===== src/hw/masku_pkg.sv =====
////////////////////
// Shared widths, types and queue sizing for the mask-logical unit
// Imported by every RTL block and by the testbench
////////////////////

package masku_pkg;

  // Lane count and lane datapath width
  localparam int unsigned NR_LANES = 4;
  localparam int unsigned ELEN     = 64;

  // One beat spans all lanes
  localparam int unsigned BEAT_BITS = NR_LANES * ELEN;

  // Byte strobes per lane word
  localparam int unsigned STRB_W = ELEN / 8;

  // Result queue sizing
  localparam int unsigned RESULT_DEPTH = 2;
  // Pointer and occupancy widths of the result queue
  localparam int unsigned RQ_PTR_W = (RESULT_DEPTH > 1) ? $clog2(RESULT_DEPTH) : 1;
  localparam int unsigned RQ_CNT_W = $clog2(RESULT_DEPTH + 1);

  // Beat length field wide enough to hold BEAT_BITS itself
  localparam int unsigned BEAT_LEN_W = $clog2(BEAT_BITS + 1);

  // Widths of the instruction fields
  localparam int unsigned VID_W   = 3;
  localparam int unsigned VADDR_W = 16;
  localparam int unsigned VLEN_W  = 16;

  // One lane data word
  typedef logic [ELEN-1:0] elen_t;

  // Byte strobes of one lane word
  typedef logic [STRB_W-1:0] strb_t;

  // Instruction id as issued by the sequencer
  typedef logic [VID_W-1:0] vid_t;

  // Word address in the vector register file
  typedef logic [VADDR_W-1:0] vaddr_t;

  // Length of an instruction in bits
  typedef logic [VLEN_W-1:0] vlen_t;

endpackage

===== src/hw/masku.sv =====
////////////////////
// Mask-logical unit top level
// Takes one instruction from the sequencer, merges lane operands per beat
// and writes the results back to the lanes
////////////////////

module masku (
  input  logic                                        clk_i,
  input  logic                                        rst_ni,
  // Sequencer
  input  logic                                        req_valid_i,
  input  masku_pkg::vid_t                             req_id_i,
  input  masku_pkg::vlen_t                            req_vl_i,
  input  masku_pkg::vaddr_t                           req_vd_i,
  input  logic                                        req_vm_i,
  output logic                                        req_ready_o,
  // Lane operands
  input  masku_pkg::elen_t  [masku_pkg::NR_LANES-1:0] opa_i,
  input  logic              [masku_pkg::NR_LANES-1:0] opa_valid_i,
  input  masku_pkg::elen_t  [masku_pkg::NR_LANES-1:0] opb_i,
  input  logic              [masku_pkg::NR_LANES-1:0] opb_valid_i,
  input  masku_pkg::elen_t  [masku_pkg::NR_LANES-1:0] opm_i,
  input  logic              [masku_pkg::NR_LANES-1:0] opm_valid_i,
  output logic              [masku_pkg::NR_LANES-1:0] op_ready_o,
  // Lane result writes
  output logic              [masku_pkg::NR_LANES-1:0] res_req_o,
  output masku_pkg::vid_t   [masku_pkg::NR_LANES-1:0] res_id_o,
  output masku_pkg::vaddr_t [masku_pkg::NR_LANES-1:0] res_addr_o,
  output masku_pkg::elen_t  [masku_pkg::NR_LANES-1:0] res_wdata_o,
  output masku_pkg::strb_t  [masku_pkg::NR_LANES-1:0] res_be_o,
  input  logic              [masku_pkg::NR_LANES-1:0] res_gnt_i,
  // Completion
  output logic                                        done_o,
  output masku_pkg::vid_t                             done_id_o
);

  import masku_pkg::*;

  logic                 issue_valid;
  logic                 vm;
  vlen_t                remain;
  vaddr_t               beat_addr;
  vid_t                 insn_id;
  logic                 q_full;
  logic                 q_retire;
  logic                 beat_fire;
  elen_t [NR_LANES-1:0] merged;
  strb_t [NR_LANES-1:0] merged_be;

  // All three operands of every lane arrive together
  // m is ignored for unmasked instructions
  assign beat_fire = issue_valid && (&opa_valid_i) && (&opb_valid_i) &&
                     (vm || (&opm_valid_i)) && !q_full;

  // Operands are consumed in lockstep across lanes
  assign op_ready_o = {NR_LANES{beat_fire}};

  masku_insn_ctrl i_insn_ctrl (
    .clk_i          (clk_i),
    .rst_ni         (rst_ni),
    .req_valid_i    (req_valid_i),
    .req_id_i       (req_id_i),
    .req_vl_i       (req_vl_i),
    .req_vd_i       (req_vd_i),
    .req_vm_i       (req_vm_i),
    .req_ready_o    (req_ready_o),
    .beat_fire_i    (beat_fire),
    .entry_retire_i (q_retire),
    .issue_valid_o  (issue_valid),
    .vm_o           (vm),
    .remain_o       (remain),
    .beat_addr_o    (beat_addr),
    .id_o           (insn_id),
    .done_o         (done_o),
    .done_id_o      (done_id_o)
  );

  masku_merge i_merge (
    .remain_i (remain),
    .vm_i     (vm),
    .opa_i    (opa_i),
    .opb_i    (opb_i),
    .opm_i    (opm_i),
    .wdata_o  (merged),
    .be_o     (merged_be)
  );

  masku_result_queue i_result_queue (
    .clk_i        (clk_i),
    .rst_ni       (rst_ni),
    .push_i       (beat_fire),
    .push_id_i    (insn_id),
    .push_addr_i  (beat_addr),
    .push_wdata_i (merged),
    .push_be_i    (merged_be),
    .full_o       (q_full),
    .retire_o     (q_retire),
    .res_req_o    (res_req_o),
    .res_gnt_i    (res_gnt_i),
    .res_id_o     (res_id_o),
    .res_addr_o   (res_addr_o),
    .res_wdata_o  (res_wdata_o),
    .res_be_o     (res_be_o)
  );

endmodule


===== src/hw/masku_result_queue.sv =====
////////////////////
// Per-lane write-request queue of the mask unit
// Each entry is offered to all lanes at once; lanes grant independently
// and the entry retires once every lane has taken it
////////////////////

module masku_result_queue (
  input  logic                                        clk_i,
  input  logic                                        rst_ni,
  // Write side
  input  logic                                        push_i,
  input  masku_pkg::vid_t                             push_id_i,
  input  masku_pkg::vaddr_t                           push_addr_i,
  input  masku_pkg::elen_t  [masku_pkg::NR_LANES-1:0] push_wdata_i,
  input  masku_pkg::strb_t  [masku_pkg::NR_LANES-1:0] push_be_i,
  output logic                                        full_o,
  output logic                                        retire_o,
  // Lane write interface
  output logic              [masku_pkg::NR_LANES-1:0] res_req_o,
  input  logic              [masku_pkg::NR_LANES-1:0] res_gnt_i,
  output masku_pkg::vid_t   [masku_pkg::NR_LANES-1:0] res_id_o,
  output masku_pkg::vaddr_t [masku_pkg::NR_LANES-1:0] res_addr_o,
  output masku_pkg::elen_t  [masku_pkg::NR_LANES-1:0] res_wdata_o,
  output masku_pkg::strb_t  [masku_pkg::NR_LANES-1:0] res_be_o
);

  import masku_pkg::*;

  // Entry payload, no reset needed
  vid_t                 id_q    [RESULT_DEPTH];
  vaddr_t               addr_q  [RESULT_DEPTH];
  elen_t [NR_LANES-1:0] wdata_q [RESULT_DEPTH];
  strb_t [NR_LANES-1:0] be_q    [RESULT_DEPTH];

  // Outstanding lane requests per entry
  logic [RESULT_DEPTH-1:0][NR_LANES-1:0] valid_q, valid_d;
  // Ring pointers and occupancy
  logic [RQ_PTR_W-1:0] wr_ptr_q;
  logic [RQ_PTR_W-1:0] rd_ptr_q;
  logic [RQ_CNT_W-1:0] cnt_q;

  logic                empty;
  logic [NR_LANES-1:0] head_left;

  assign empty  = (cnt_q == '0);
  assign full_o = (cnt_q == RQ_CNT_W'(RESULT_DEPTH));

  // Lanes of the head entry still waiting after this cycle's grants
  assign head_left = valid_q[rd_ptr_q] & ~res_gnt_i;
  assign retire_o  = !empty && (head_left == '0);

  always_comb begin
    valid_d           = valid_q;
    valid_d[rd_ptr_q] = head_left;
    // Never collides with the head, since push needs a free slot
    if (push_i) begin
      valid_d[wr_ptr_q] = '1;
    end
  end

  always_ff @(posedge clk_i or negedge rst_ni) begin
    if (!rst_ni) begin
      valid_q  <= '0;
      wr_ptr_q <= '0;
      rd_ptr_q <= '0;
      cnt_q    <= '0;
    end else begin
      valid_q <= valid_d;
      if (push_i) begin
        wr_ptr_q <= (wr_ptr_q == RQ_PTR_W'(RESULT_DEPTH - 1)) ? '0 : wr_ptr_q + 1'b1;
      end
      if (retire_o) begin
        rd_ptr_q <= (rd_ptr_q == RQ_PTR_W'(RESULT_DEPTH - 1)) ? '0 : rd_ptr_q + 1'b1;
      end
      // Occupancy follows push and pop together
      case ({push_i, retire_o})
        2'b10:   cnt_q <= cnt_q + 1'b1;
        2'b01:   cnt_q <= cnt_q - 1'b1;
        default: cnt_q <= cnt_q;
      endcase
    end
  end

  always_ff @(posedge clk_i) begin
    if (push_i) begin
      id_q[wr_ptr_q]    <= push_id_i;
      addr_q[wr_ptr_q]  <= push_addr_i;
      wdata_q[wr_ptr_q] <= push_wdata_i;
      be_q[wr_ptr_q]    <= push_be_i;
    end
  end

  // Head entry drives every lane, id and address are common to all
  assign res_req_o   = valid_q[rd_ptr_q];
  assign res_id_o    = {NR_LANES{id_q[rd_ptr_q]}};
  assign res_addr_o  = {NR_LANES{addr_q[rd_ptr_q]}};
  assign res_wdata_o = wdata_q[rd_ptr_q];
  assign res_be_o    = be_q[rd_ptr_q];

endmodule


===== src/hw/masku_merge.sv =====
////////////////////
// Bit-level merge for one beat
// Tail and mask build a bit enable; a is taken where set, b elsewhere
////////////////////

module masku_merge (
  input  masku_pkg::vlen_t                           remain_i,
  input  logic                                       vm_i,
  input  masku_pkg::elen_t [masku_pkg::NR_LANES-1:0] opa_i,
  input  masku_pkg::elen_t [masku_pkg::NR_LANES-1:0] opb_i,
  input  masku_pkg::elen_t [masku_pkg::NR_LANES-1:0] opm_i,
  output masku_pkg::elen_t [masku_pkg::NR_LANES-1:0] wdata_o,
  output masku_pkg::strb_t [masku_pkg::NR_LANES-1:0] be_o
);

  import masku_pkg::*;

  // Flat views, bit k lives in lane k/64 at offset k%64
  logic [BEAT_BITS-1:0]      a_flat;
  logic [BEAT_BITS-1:0]      b_flat;
  logic [BEAT_BITS-1:0]      m_flat;
  logic [BEAT_BITS-1:0]      bit_en;
  logic [NR_LANES*STRB_W-1:0] byte_en;
  // Bits and bytes of this beat that lie inside vl
  logic [BEAT_LEN_W-1:0]     beat_len;
  logic [BEAT_LEN_W-1:0]     beat_bytes;

  assign a_flat = opa_i;
  assign b_flat = opb_i;
  assign m_flat = opm_i;

  // Clip the remaining length to one beat
  assign beat_len   = (remain_i >= vlen_t'(BEAT_BITS)) ? BEAT_LEN_W'(BEAT_BITS)
                                                       : remain_i[BEAT_LEN_W-1:0];
  // Partially covered bytes are still strobed
  assign beat_bytes = (beat_len + BEAT_LEN_W'(7)) >> 3;

  always_comb begin
    bit_en = '0;
    for (int unsigned k = 0; k < BEAT_BITS; k++) begin
      bit_en[k] = (k < beat_len);
    end
    // Masked instruction, m gates the tail enable
    if (!vm_i) begin
      bit_en = bit_en & m_flat;
    end
  end

  always_comb begin
    byte_en = '0;
    for (int unsigned j = 0; j < NR_LANES * STRB_W; j++) begin
      byte_en[j] = (j < beat_bytes);
    end
  end

  // Old destination value survives where the enable is clear
  assign wdata_o = (a_flat & bit_en) | (b_flat & ~bit_en);
  assign be_o    = byte_en;

endmodule


===== src/hw/masku_insn_ctrl.sv =====
////////////////////
// Instruction slot of the mask unit
// Holds one instruction, counts issued and committed bits,
// produces the beat address and the done pulse with the id
////////////////////

module masku_insn_ctrl (
  input  logic               clk_i,
  input  logic               rst_ni,
  // Sequencer handshake
  input  logic               req_valid_i,
  input  masku_pkg::vid_t    req_id_i,
  input  masku_pkg::vlen_t   req_vl_i,
  input  masku_pkg::vaddr_t  req_vd_i,
  input  logic               req_vm_i,
  output logic               req_ready_o,
  // Progress events from the datapath
  input  logic               beat_fire_i,
  input  logic               entry_retire_i,
  // State of the held instruction
  output logic               issue_valid_o,
  output logic               vm_o,
  output masku_pkg::vlen_t   remain_o,
  output masku_pkg::vaddr_t  beat_addr_o,
  output masku_pkg::vid_t    id_o,
  // Completion
  output logic               done_o,
  output masku_pkg::vid_t    done_id_o
);

  import masku_pkg::*;

  // Beat size in the counter width
  localparam vlen_t BEAT_VL = vlen_t'(BEAT_BITS);

  // Slot occupancy and completion pulse
  logic   held_q;
  logic   done_q;
  // Bits still to be issued and still to be written back
  vlen_t  issue_cnt_q;
  vlen_t  commit_cnt_q;
  // Beat index from the start of the instruction
  vaddr_t beat_idx_q;
  // Instruction fields
  vid_t   id_q;
  vaddr_t vd_q;
  logic   vm_q;

  logic   accept;
  logic   last_retire;

  // Zero-length instructions are never taken
  assign accept      = req_valid_i && !held_q && (req_vl_i != '0);
  // The final entry of this instruction leaves the result queue
  assign last_retire = held_q && entry_retire_i && (commit_cnt_q <= BEAT_VL);

  always_ff @(posedge clk_i or negedge rst_ni) begin
    if (!rst_ni) begin
      held_q       <= 1'b0;
      done_q       <= 1'b0;
      issue_cnt_q  <= '0;
      commit_cnt_q <= '0;
      beat_idx_q   <= '0;
    end else begin
      done_q <= last_retire;
      if (accept) begin
        held_q       <= 1'b1;
        issue_cnt_q  <= req_vl_i;
        commit_cnt_q <= req_vl_i;
        beat_idx_q   <= '0;
      end else begin
        // Issue side, saturating at zero
        if (beat_fire_i) begin
          issue_cnt_q <= (issue_cnt_q > BEAT_VL) ? issue_cnt_q - BEAT_VL : '0;
          beat_idx_q  <= beat_idx_q + vaddr_t'(1);
        end
        // Commit side, saturating at zero
        if (held_q && entry_retire_i) begin
          commit_cnt_q <= (commit_cnt_q > BEAT_VL) ? commit_cnt_q - BEAT_VL : '0;
        end
        // Free the slot once everything is written
        if (last_retire) begin
          held_q <= 1'b0;
        end
      end
    end
  end

  // Instruction fields only change on accept
  always_ff @(posedge clk_i) begin
    if (accept) begin
      id_q <= req_id_i;
      vd_q <= req_vd_i;
      vm_q <= req_vm_i;
    end
  end

  assign req_ready_o   = !held_q;
  assign issue_valid_o = held_q && (issue_cnt_q != '0);
  assign vm_o          = vm_q;
  assign remain_o      = issue_cnt_q;
  // One register-file word per beat
  assign beat_addr_o   = vd_q + beat_idx_q;
  assign id_o          = id_q;

  // Id stays stable until the next accept, which is after the pulse
  assign done_o    = done_q;
  assign done_id_o = id_q;

endmodule


===== config.mk =====
export PLATFORM = sky130hd
export DESIGN_NAME = masku
export DESIGN_NICKNAME = d
export VERILOG_FILES = /design/src/hw/masku_pkg.sv /design/src/hw/masku.sv /design/src/hw/masku_result_queue.sv /design/src/hw/masku_merge.sv /design/src/hw/masku_insn_ctrl.sv
export SDC_FILE = /design/constraint.sdc
export NUM_CORES = 1
export LEC_CHECK = 0
export BUFFER_PORTS_ARGS = -buffer_cell sky130_fd_sc_hd__buf_4
export CAP_MARGIN = 40
export CORE_AREA = 2 2 474 476
export CTS_CLUSTER_DIAMETER = 40
export DETAILED_ROUTE_END_ITERATION = 7
export DIE_AREA = 0 0 476 478
export PLACE_DENSITY = 0.36
export SLEW_MARGIN = 5
export SYNTH_ARGS = -nofsm -noshare
export SYNTH_HDL_FRONTEND = slang
export SYNTH_SLANG_ARGS = --single-unit

===== constraint.sdc =====
create_clock -name clk_i -period 42.8 [get_ports clk_i]
set_input_delay 8.56 -clock clk_i [delete_from_list [all_inputs] [get_ports clk_i]]
set_output_delay 8.56 -clock clk_i [all_outputs]
set_load 0.01 [all_outputs]

Yosys cells after proc, flatten, opt, wreduce, memory -nomap -nowiden. Memory sizes are Yosys's and may differ from the RTL's. Cells that the tools add are included.

Input port bits: 823. Memories: 4. Memory bits (writable): 614. Logic and storage cells: 385. Bits in registers: 82. Output and inout bits: 377.

Bitwise gates (word level): 8. Magnitude comparators: 296. Reductions and logical operators: 27. Multiplexer cells: 25. Equal/unequal tests: 3. Add/sub/neg operators: 9.

Memories: i_result_queue.wdata_q (words 2, width 256, rd ports 1, clocked after Yosys merged registers in 0, wr ports 1, line masku_result_queue.sv:32) `elen_t [NR_LANES-1:0] wdata_q [RESULT_DEPTH];`; i_result_queue.be_q (words 2, width 32, rd ports 1, clocked after Yosys merged registers in 0, wr ports 1, line masku_result_queue.sv:33) `strb_t [NR_LANES-1:0] be_q [RESULT_DEPTH];`; i_result_queue.addr_q (words 2, width 16, rd ports 1, clocked after Yosys merged registers in 0, wr ports 1, line masku_result_queue.sv:31) `vaddr_t addr_q [RESULT_DEPTH];`; i_result_queue.id_q (words 2, width 3, rd ports 1, clocked after Yosys merged registers in 0, wr ports 1, line masku_result_queue.sv:30) `vid_t id_q [RESULT_DEPTH];`.

Operators by type and width (count): 8-bit by 9-bit less-than comparator with 1-bit output (first input constant) (128); 256-bit AND (3); 7-bit by 9-bit less-than comparator with 1-bit output (first input constant) (64); 6-bit by 9-bit less-than comparator with 1-bit output (first input constant) (32); 256-bit 2-to-1 mux (1); 256-bit inverter (1); 256-bit OR (1); 5-bit by 9-bit less-than comparator with 1-bit output (first input constant) (16); 16-bit 2-to-1 mux (8); 5-bit by 6-bit less-than comparator with 1-bit output (first input constant) (16); 4-bit by 9-bit less-than comparator with 1-bit output (first input constant) (8); 4-bit by 6-bit less-than comparator with 1-bit output (first input constant) (8); 3-bit by 9-bit less-than comparator with 1-bit output (first input constant) (4); 16-bit by 9-bit greater-than comparator with 1-bit output (second input constant) (2); 16-bit nonzero test (2); 16-bit by 9-bit subtractor with 16-bit output (second input constant) (2); 3-bit by 6-bit less-than comparator with 1-bit output (first input constant) (4); 1-bit by 9-bit less-than comparator with 1-bit output (first input constant) (2); 2-bit by 9-bit less-than comparator with 1-bit output (first input constant) (2); 16-bit by 1-bit adder with 16-bit output (second input constant) (1); 16-bit adder (1); 16-bit by 9-bit >= comparator with 1-bit output (second input constant) (1); 16-bit by 9-bit <= comparator with 1-bit output (second input constant) (1); 4-bit 2-to-1 mux (4); 26 further kinds (56).

Longest topological paths before layout.
Word-level depth: 9. Mapped depth: 12.

Cells and area by module. A second synthesis with hierarchy kept.

Cell total of the unflattened synthesis: 2464. Area total of the unflattened synthesis: 33913.8 µm².

By module, submodules not included: masku_result_queue (instances 1, area each 23062.1 µm², cells each 1070, sequential area each 18738.0 µm²); masku_merge (instances 1, area each 6907.9 µm², cells each 1002, sequential area each 0.0 µm²); masku_insn_ctrl (instances 1, area each 3873.7 µm², cells each 383, sequential area each 1851.8 µm²); masku (instances 1, area each 70.1 µm², cells each 9, sequential area each 0.0 µm²).

Worst setup path before layout. No wires, ideal clock.

Path kind: input -> register. Start: in opa_valid_i[0] in the netlist's numbering. End: mem i_result_queue.addr_q[0][0] in the netlist's numbering (enable). Stages on the path: 5. Path slack: 19.923 ns. Buffers on the path: 0. Arrival: 21.896 ns. Cell sequence: nand2_1 > nor3_1 > and4_1 > inv_1 > nor2_1.

Cells in the longest elaborated chain, start to end: 7.

RTL lines: start, declared (line masku.sv:19) `input logic [masku_pkg::NR_LANES-1:0] opa_valid_i,`; 4-bit AND reduction (line masku.sv:52) `assign beat_fire = issue_valid && (&opa_valid_i) && (&opb_valid_i) &&`; 1-bit logical AND (3 in series) (line masku.sv:52); 1-bit logical AND (line masku.sv:53) `(vm || (&opm_valid_i)) && !q_full;`; named net beat_fire (line masku.sv:46) `logic beat_fire;`; 1-bit 2-to-1 mux (line masku_result_queue.sv:85) `if (push_i) begin`; 1-bit 2-to-1 mux (not written as such) (line masku_result_queue.sv:87) `addr_q[wr_ptr_q] <= push_addr_i;`; end, declared (line masku_result_queue.sv:31).

The timed path passes the listed nets, and every way through them passes these cells.

Worst setup path after layout.
Start: in opm_valid_i[2] in the netlist's numbering. End: out op_ready_o[0] in the netlist's numbering.

Cells in the longest elaborated chain, start to end: 4.

RTL lines: start, declared (line masku.sv:23) `input logic [masku_pkg::NR_LANES-1:0] opm_valid_i,`; 4-bit AND reduction (line masku.sv:53); 1-bit logical OR (line masku.sv:53); 1-bit logical AND (line masku.sv:52); 1-bit logical AND (line masku.sv:53); end, declared (line masku.sv:24) `output logic [masku_pkg::NR_LANES-1:0] op_ready_o,`.

No other way between the ends.

==> results.py <==
metrics = {
    "status": {
        "outcome": "completed",
    },
    "layout": {
        "fill_cells": 23800,
        "syn_to_final_growth_pct": 54.4,
        "layout.area.seq_sq_mm": 0.0206,
        "drive_above_1_share_pct": 56.0,
        "multi_input_area_sq_mm": 0.0127,
        "finalNetCount": 4715,
    },
    "critical_path": {
        "r2r-start": "i_insn_ctrl.remain_o[8]",
        "cp.arrival_ps": 9740,
        "crit_required_ps": 34240,
        "crit_path_max_fanout": 6,
        "startpoint": "opm_valid_i[2]",
        "reg2reg_to": "i_result_queue.wdata_q[1][33]",
        "endpoint": "op_ready_o[0]",
        "end_kind": "output pin",
        "rrSetupSlack_ps": 37350,
        "cp-start-kind": "primary input",
        "worst-setup-path-type": "primary input to output pin",
        "rr_worst_depth": 11,
    },
    "synthesis": {
        "seq_area_frac_synth_pct": 60.0,
        "yosysTopAreaCellShare_pct": 55.5,
        "synth_edf_count": 634,
        "ys_seq_elements": 696,
        "yosysTopAreaCell": "edfxtp_1",
        "netlist_area_sq_mm": 0.0343,
        "ys.flop_type": "edfxtp_1",
        "synthArstFlopShare_pct": 8.91,
        "syn-instance-count": 2553,
        "synth_area_leaders": "edfxtp_1, mux2_2, dfrtp_1",
        "syn-mean-instance-area_sq_um": 13.4,
        "synth_cell_types": 76,
        "syn_nets": 3399,
        "ys_warn_count": 0,
    },
    "timing": {
        "setup_viol": 0,
        "hold-worst-slack_ps": 468,
        "slew-limit-headroom_pct": 32.2,
        "fin_skew_ps": 41.7,
        "rsz0062_at_grt": "no",
        "hold_violations": 0,
        "finalCriticalPeriod_ps": 18300,
        "report.final.slew_viol_count": 0,
        "tns_ps": 0,
        "fmax_mhz": 54.6,
        "finalCritPeriodShare_pct": 42.8,
        "tightest_slew_ps": 1010,
    },
    "routing": {
        "ant_nets": 0,
        "detail_route.first_pass.iterations": 5,
        "routed_wl_mm": 244,
        "viasPerCell": 4.16,
        "drt-initial-drc-count": 2097,
        "vias": 29200,
        "drc": 0,
        "wl_per_cell_um": 34.8,
    },
    "clocking": {
        "clock_path_buffers": 3,
        "clk_pin_slew_ps": 50,
        "cts_tree": "yes",
        "clock_sinks": 696,
        "post_cts_buffers": 0,
        "htree_levels": 4,
        "cts_hold_buf": 0,
        "cts.repair.resized": 0,
        "cts_made_buffers": 156,
        "worst_skew_pair.late_latency_ps": 790,
        "root_buffer": "clkbuf_16",
    },
    "floorplan": {
        "die_area_sq_mm": 0.228,
        "io_pins": 1200,
        "die_w_um": 476,
        "core_area_sq_mm": 0.223,
        "rows": 174,
        "die_h_um": 478,
        "initial_utilization_pct": 15.4,
    },
    "power": {
        "leakagePower_nw": 19.8,
        "switching_share_pct": 33.6,
        "p_comb_share_pct": 30.9,
        "seqPwrFrac_pct": 27.6,
        "ir_worst_vdd_mv": 0.0349,
        "power.share.clock_pct": 41.5,
        "p_sw_w": 0.000970,
        "power.density_mw_per_mm2": 54.5,
        "internal-power_w": 0.00192,
    },
    "grt": {
        "grt_max_degree": 108,
        "globalRoute.totalOverflow": 0,
        "grt_use_total_pct": 20.7,
        "grt_pass1_wl_mm": 305,
        "grt_pass1_vias": 29700,
        "antenna_found_initial": 110,
    },
    "run": {
        "drv_cap": 0,
    },
    "placed_design": {
        "portBuffers": 1199,
        "place_hpwl_mm": 202,
        "gp_congestion": 0.886,
    },
    "worst_hold_path": {
        "min_path_cells": 2,
        "hold_class": "flip-flop to flip-flop",
    },
}
==> synthesized netlist by cell type, types with 10 or more instances <==
cell	instances
buf_4	63
nor4_1	13
o31ai_1	10
nor2_1	132
a22o_1	16
nand2_1	149
nand2b_1	11
clkbuf_1	114
edfxtp_1	634
nand4_1	17
nor2b_1	12
buf_2	24
a21oi_1	89
xnor2_1	23
nor3_1	32
dfrtp_1	62
ha_1	22
inv_1	32
mux2_2	561
or3_1	19
o221ai_1	82
or2_2	10
and3_1	14
nand3_1	38
a31oi_1	18
o211ai_1	11
o21ai_0	185
o22ai_1	29
==> metrics by stage <==
step	setup slack (ps)	total power [W]	util, %	cells	cell area (sq um)
floorplan	19920	0.00123	-	2553	34300
global route	24440	0.00300	23.7	6996	52900
finish	24500	0.00289	23.7	7015	53000
detailed placement	24460	0.00171	21.3	6703	47600
global placement	24500	0.00170	21.0	6627	46900
CTS	24460	0.00293	23.7	6987	52900
==> sequential cells by signal (all words and copies together), names as in the netlist, 2 cells and up <==
name	cells
i_result_queue.wdata_q	512
i_insn_ctrl.done_id_o	3
i_result_queue.id_q	6
i_insn_ctrl.vd_q	16
i_result_queue.be_q	64
i_insn_ctrl.commit_cnt_q	16
i_result_queue.addr_q	32
i_result_queue.valid_q	8
i_result_queue.cnt_q	2
i_insn_ctrl.beat_idx_q	16
i_insn_ctrl.remain_o	16
==> power by group through the flow <==
stage | combinational [W] | sequential (W) | clock (W)
2_1_floorplan | 0.000434 | 0.000798 | 0
3_3_place_gp | 0.000891 | 0.000810 | 0
3_5_place_dp | 0.000902 | 0.000810 | 0
4_1_cts | 0.000905 | 0.000798 | 0.00123
5_1_grt | 0.000941 | 0.000800 | 0.00126
6_report | 0.000893 | 0.000798 | 0.00120
==> worst min-delay path by stage <==
| stage | from | endpoint |
|---|---|---|
| after floorplan | i_result_queue.valid_q[6] | i_result_queue.valid_q[6] |
| after global placement | i_result_queue.valid_q[6] | i_result_queue.valid_q[6] |
| after detailed placement | i_result_queue.valid_q[6] | i_result_queue.valid_q[6] |
| after CTS | i_result_queue.valid_q[6] | i_result_queue.valid_q[6] |
| after global routing | i_result_queue.valid_q[6] | i_result_queue.valid_q[6] |
| final | i_result_queue.valid_q[6] | i_result_queue.valid_q[6] |
==> cells by family after synthesis <==
family / after synthesis / share of synthesized area (%)
AOI/OAI and AO/OA: 509 / 9.53
xor gates and xnor gates: 31 / 0.791
adders and majority gates: 23 / 0.860
buffers and inverters: 243 / 3.43
DFF: 696 / 60.0
muxes: 564 / 18.5
and+or+nand+nor: 487 / 6.90
==> area by class of cell <==
class	count	area share, %
repair buffers	1367	19.7
clock inverters	111	2.43
well taps	2992	7.06
inverters	34	0.241
multi-input cells	1614	24.0
diodes	28	0.132
flip-flops and latches	696	38.9
clock buffers	173	7.57
==> critical path: stages <==
cell,delay (ps)
buf_4,140
a41o_1,330
and4_1,500
buf_4,200
==> routing by layer <==
layer	vias to the layer above	wire (um)	global-route usage, %
li1	12600	-	-
met1	14800	102000	26.0
met2	1444	117000	34.6
met3	314	19700	6.05
met4	38	4880	4.78
met5	-	232	0
==> placed cells by master, fill, tap and decap left out, types with 28 or more instances in the layout <==
| cell type | instances |
|---|---|
| a21oi_1 | 87 |
| diode_2 | 28 |
| o22ai_1 | 29 |
| edfxtp_1 | 634 |
| nor2_1 | 130 |
| o221ai_1 | 82 |
| clkinv_2 | 32 |
| nand3_1 | 37 |
| o21ai_0 | 183 |
| inv_1 | 32 |
| dfrtp_1 | 56 |
| nand2_1 | 148 |
| buf_4 | 1323 |
| mux2_2 | 561 |
| clkbuf_16 | 158 |
(Power assumes the default switching activity.)
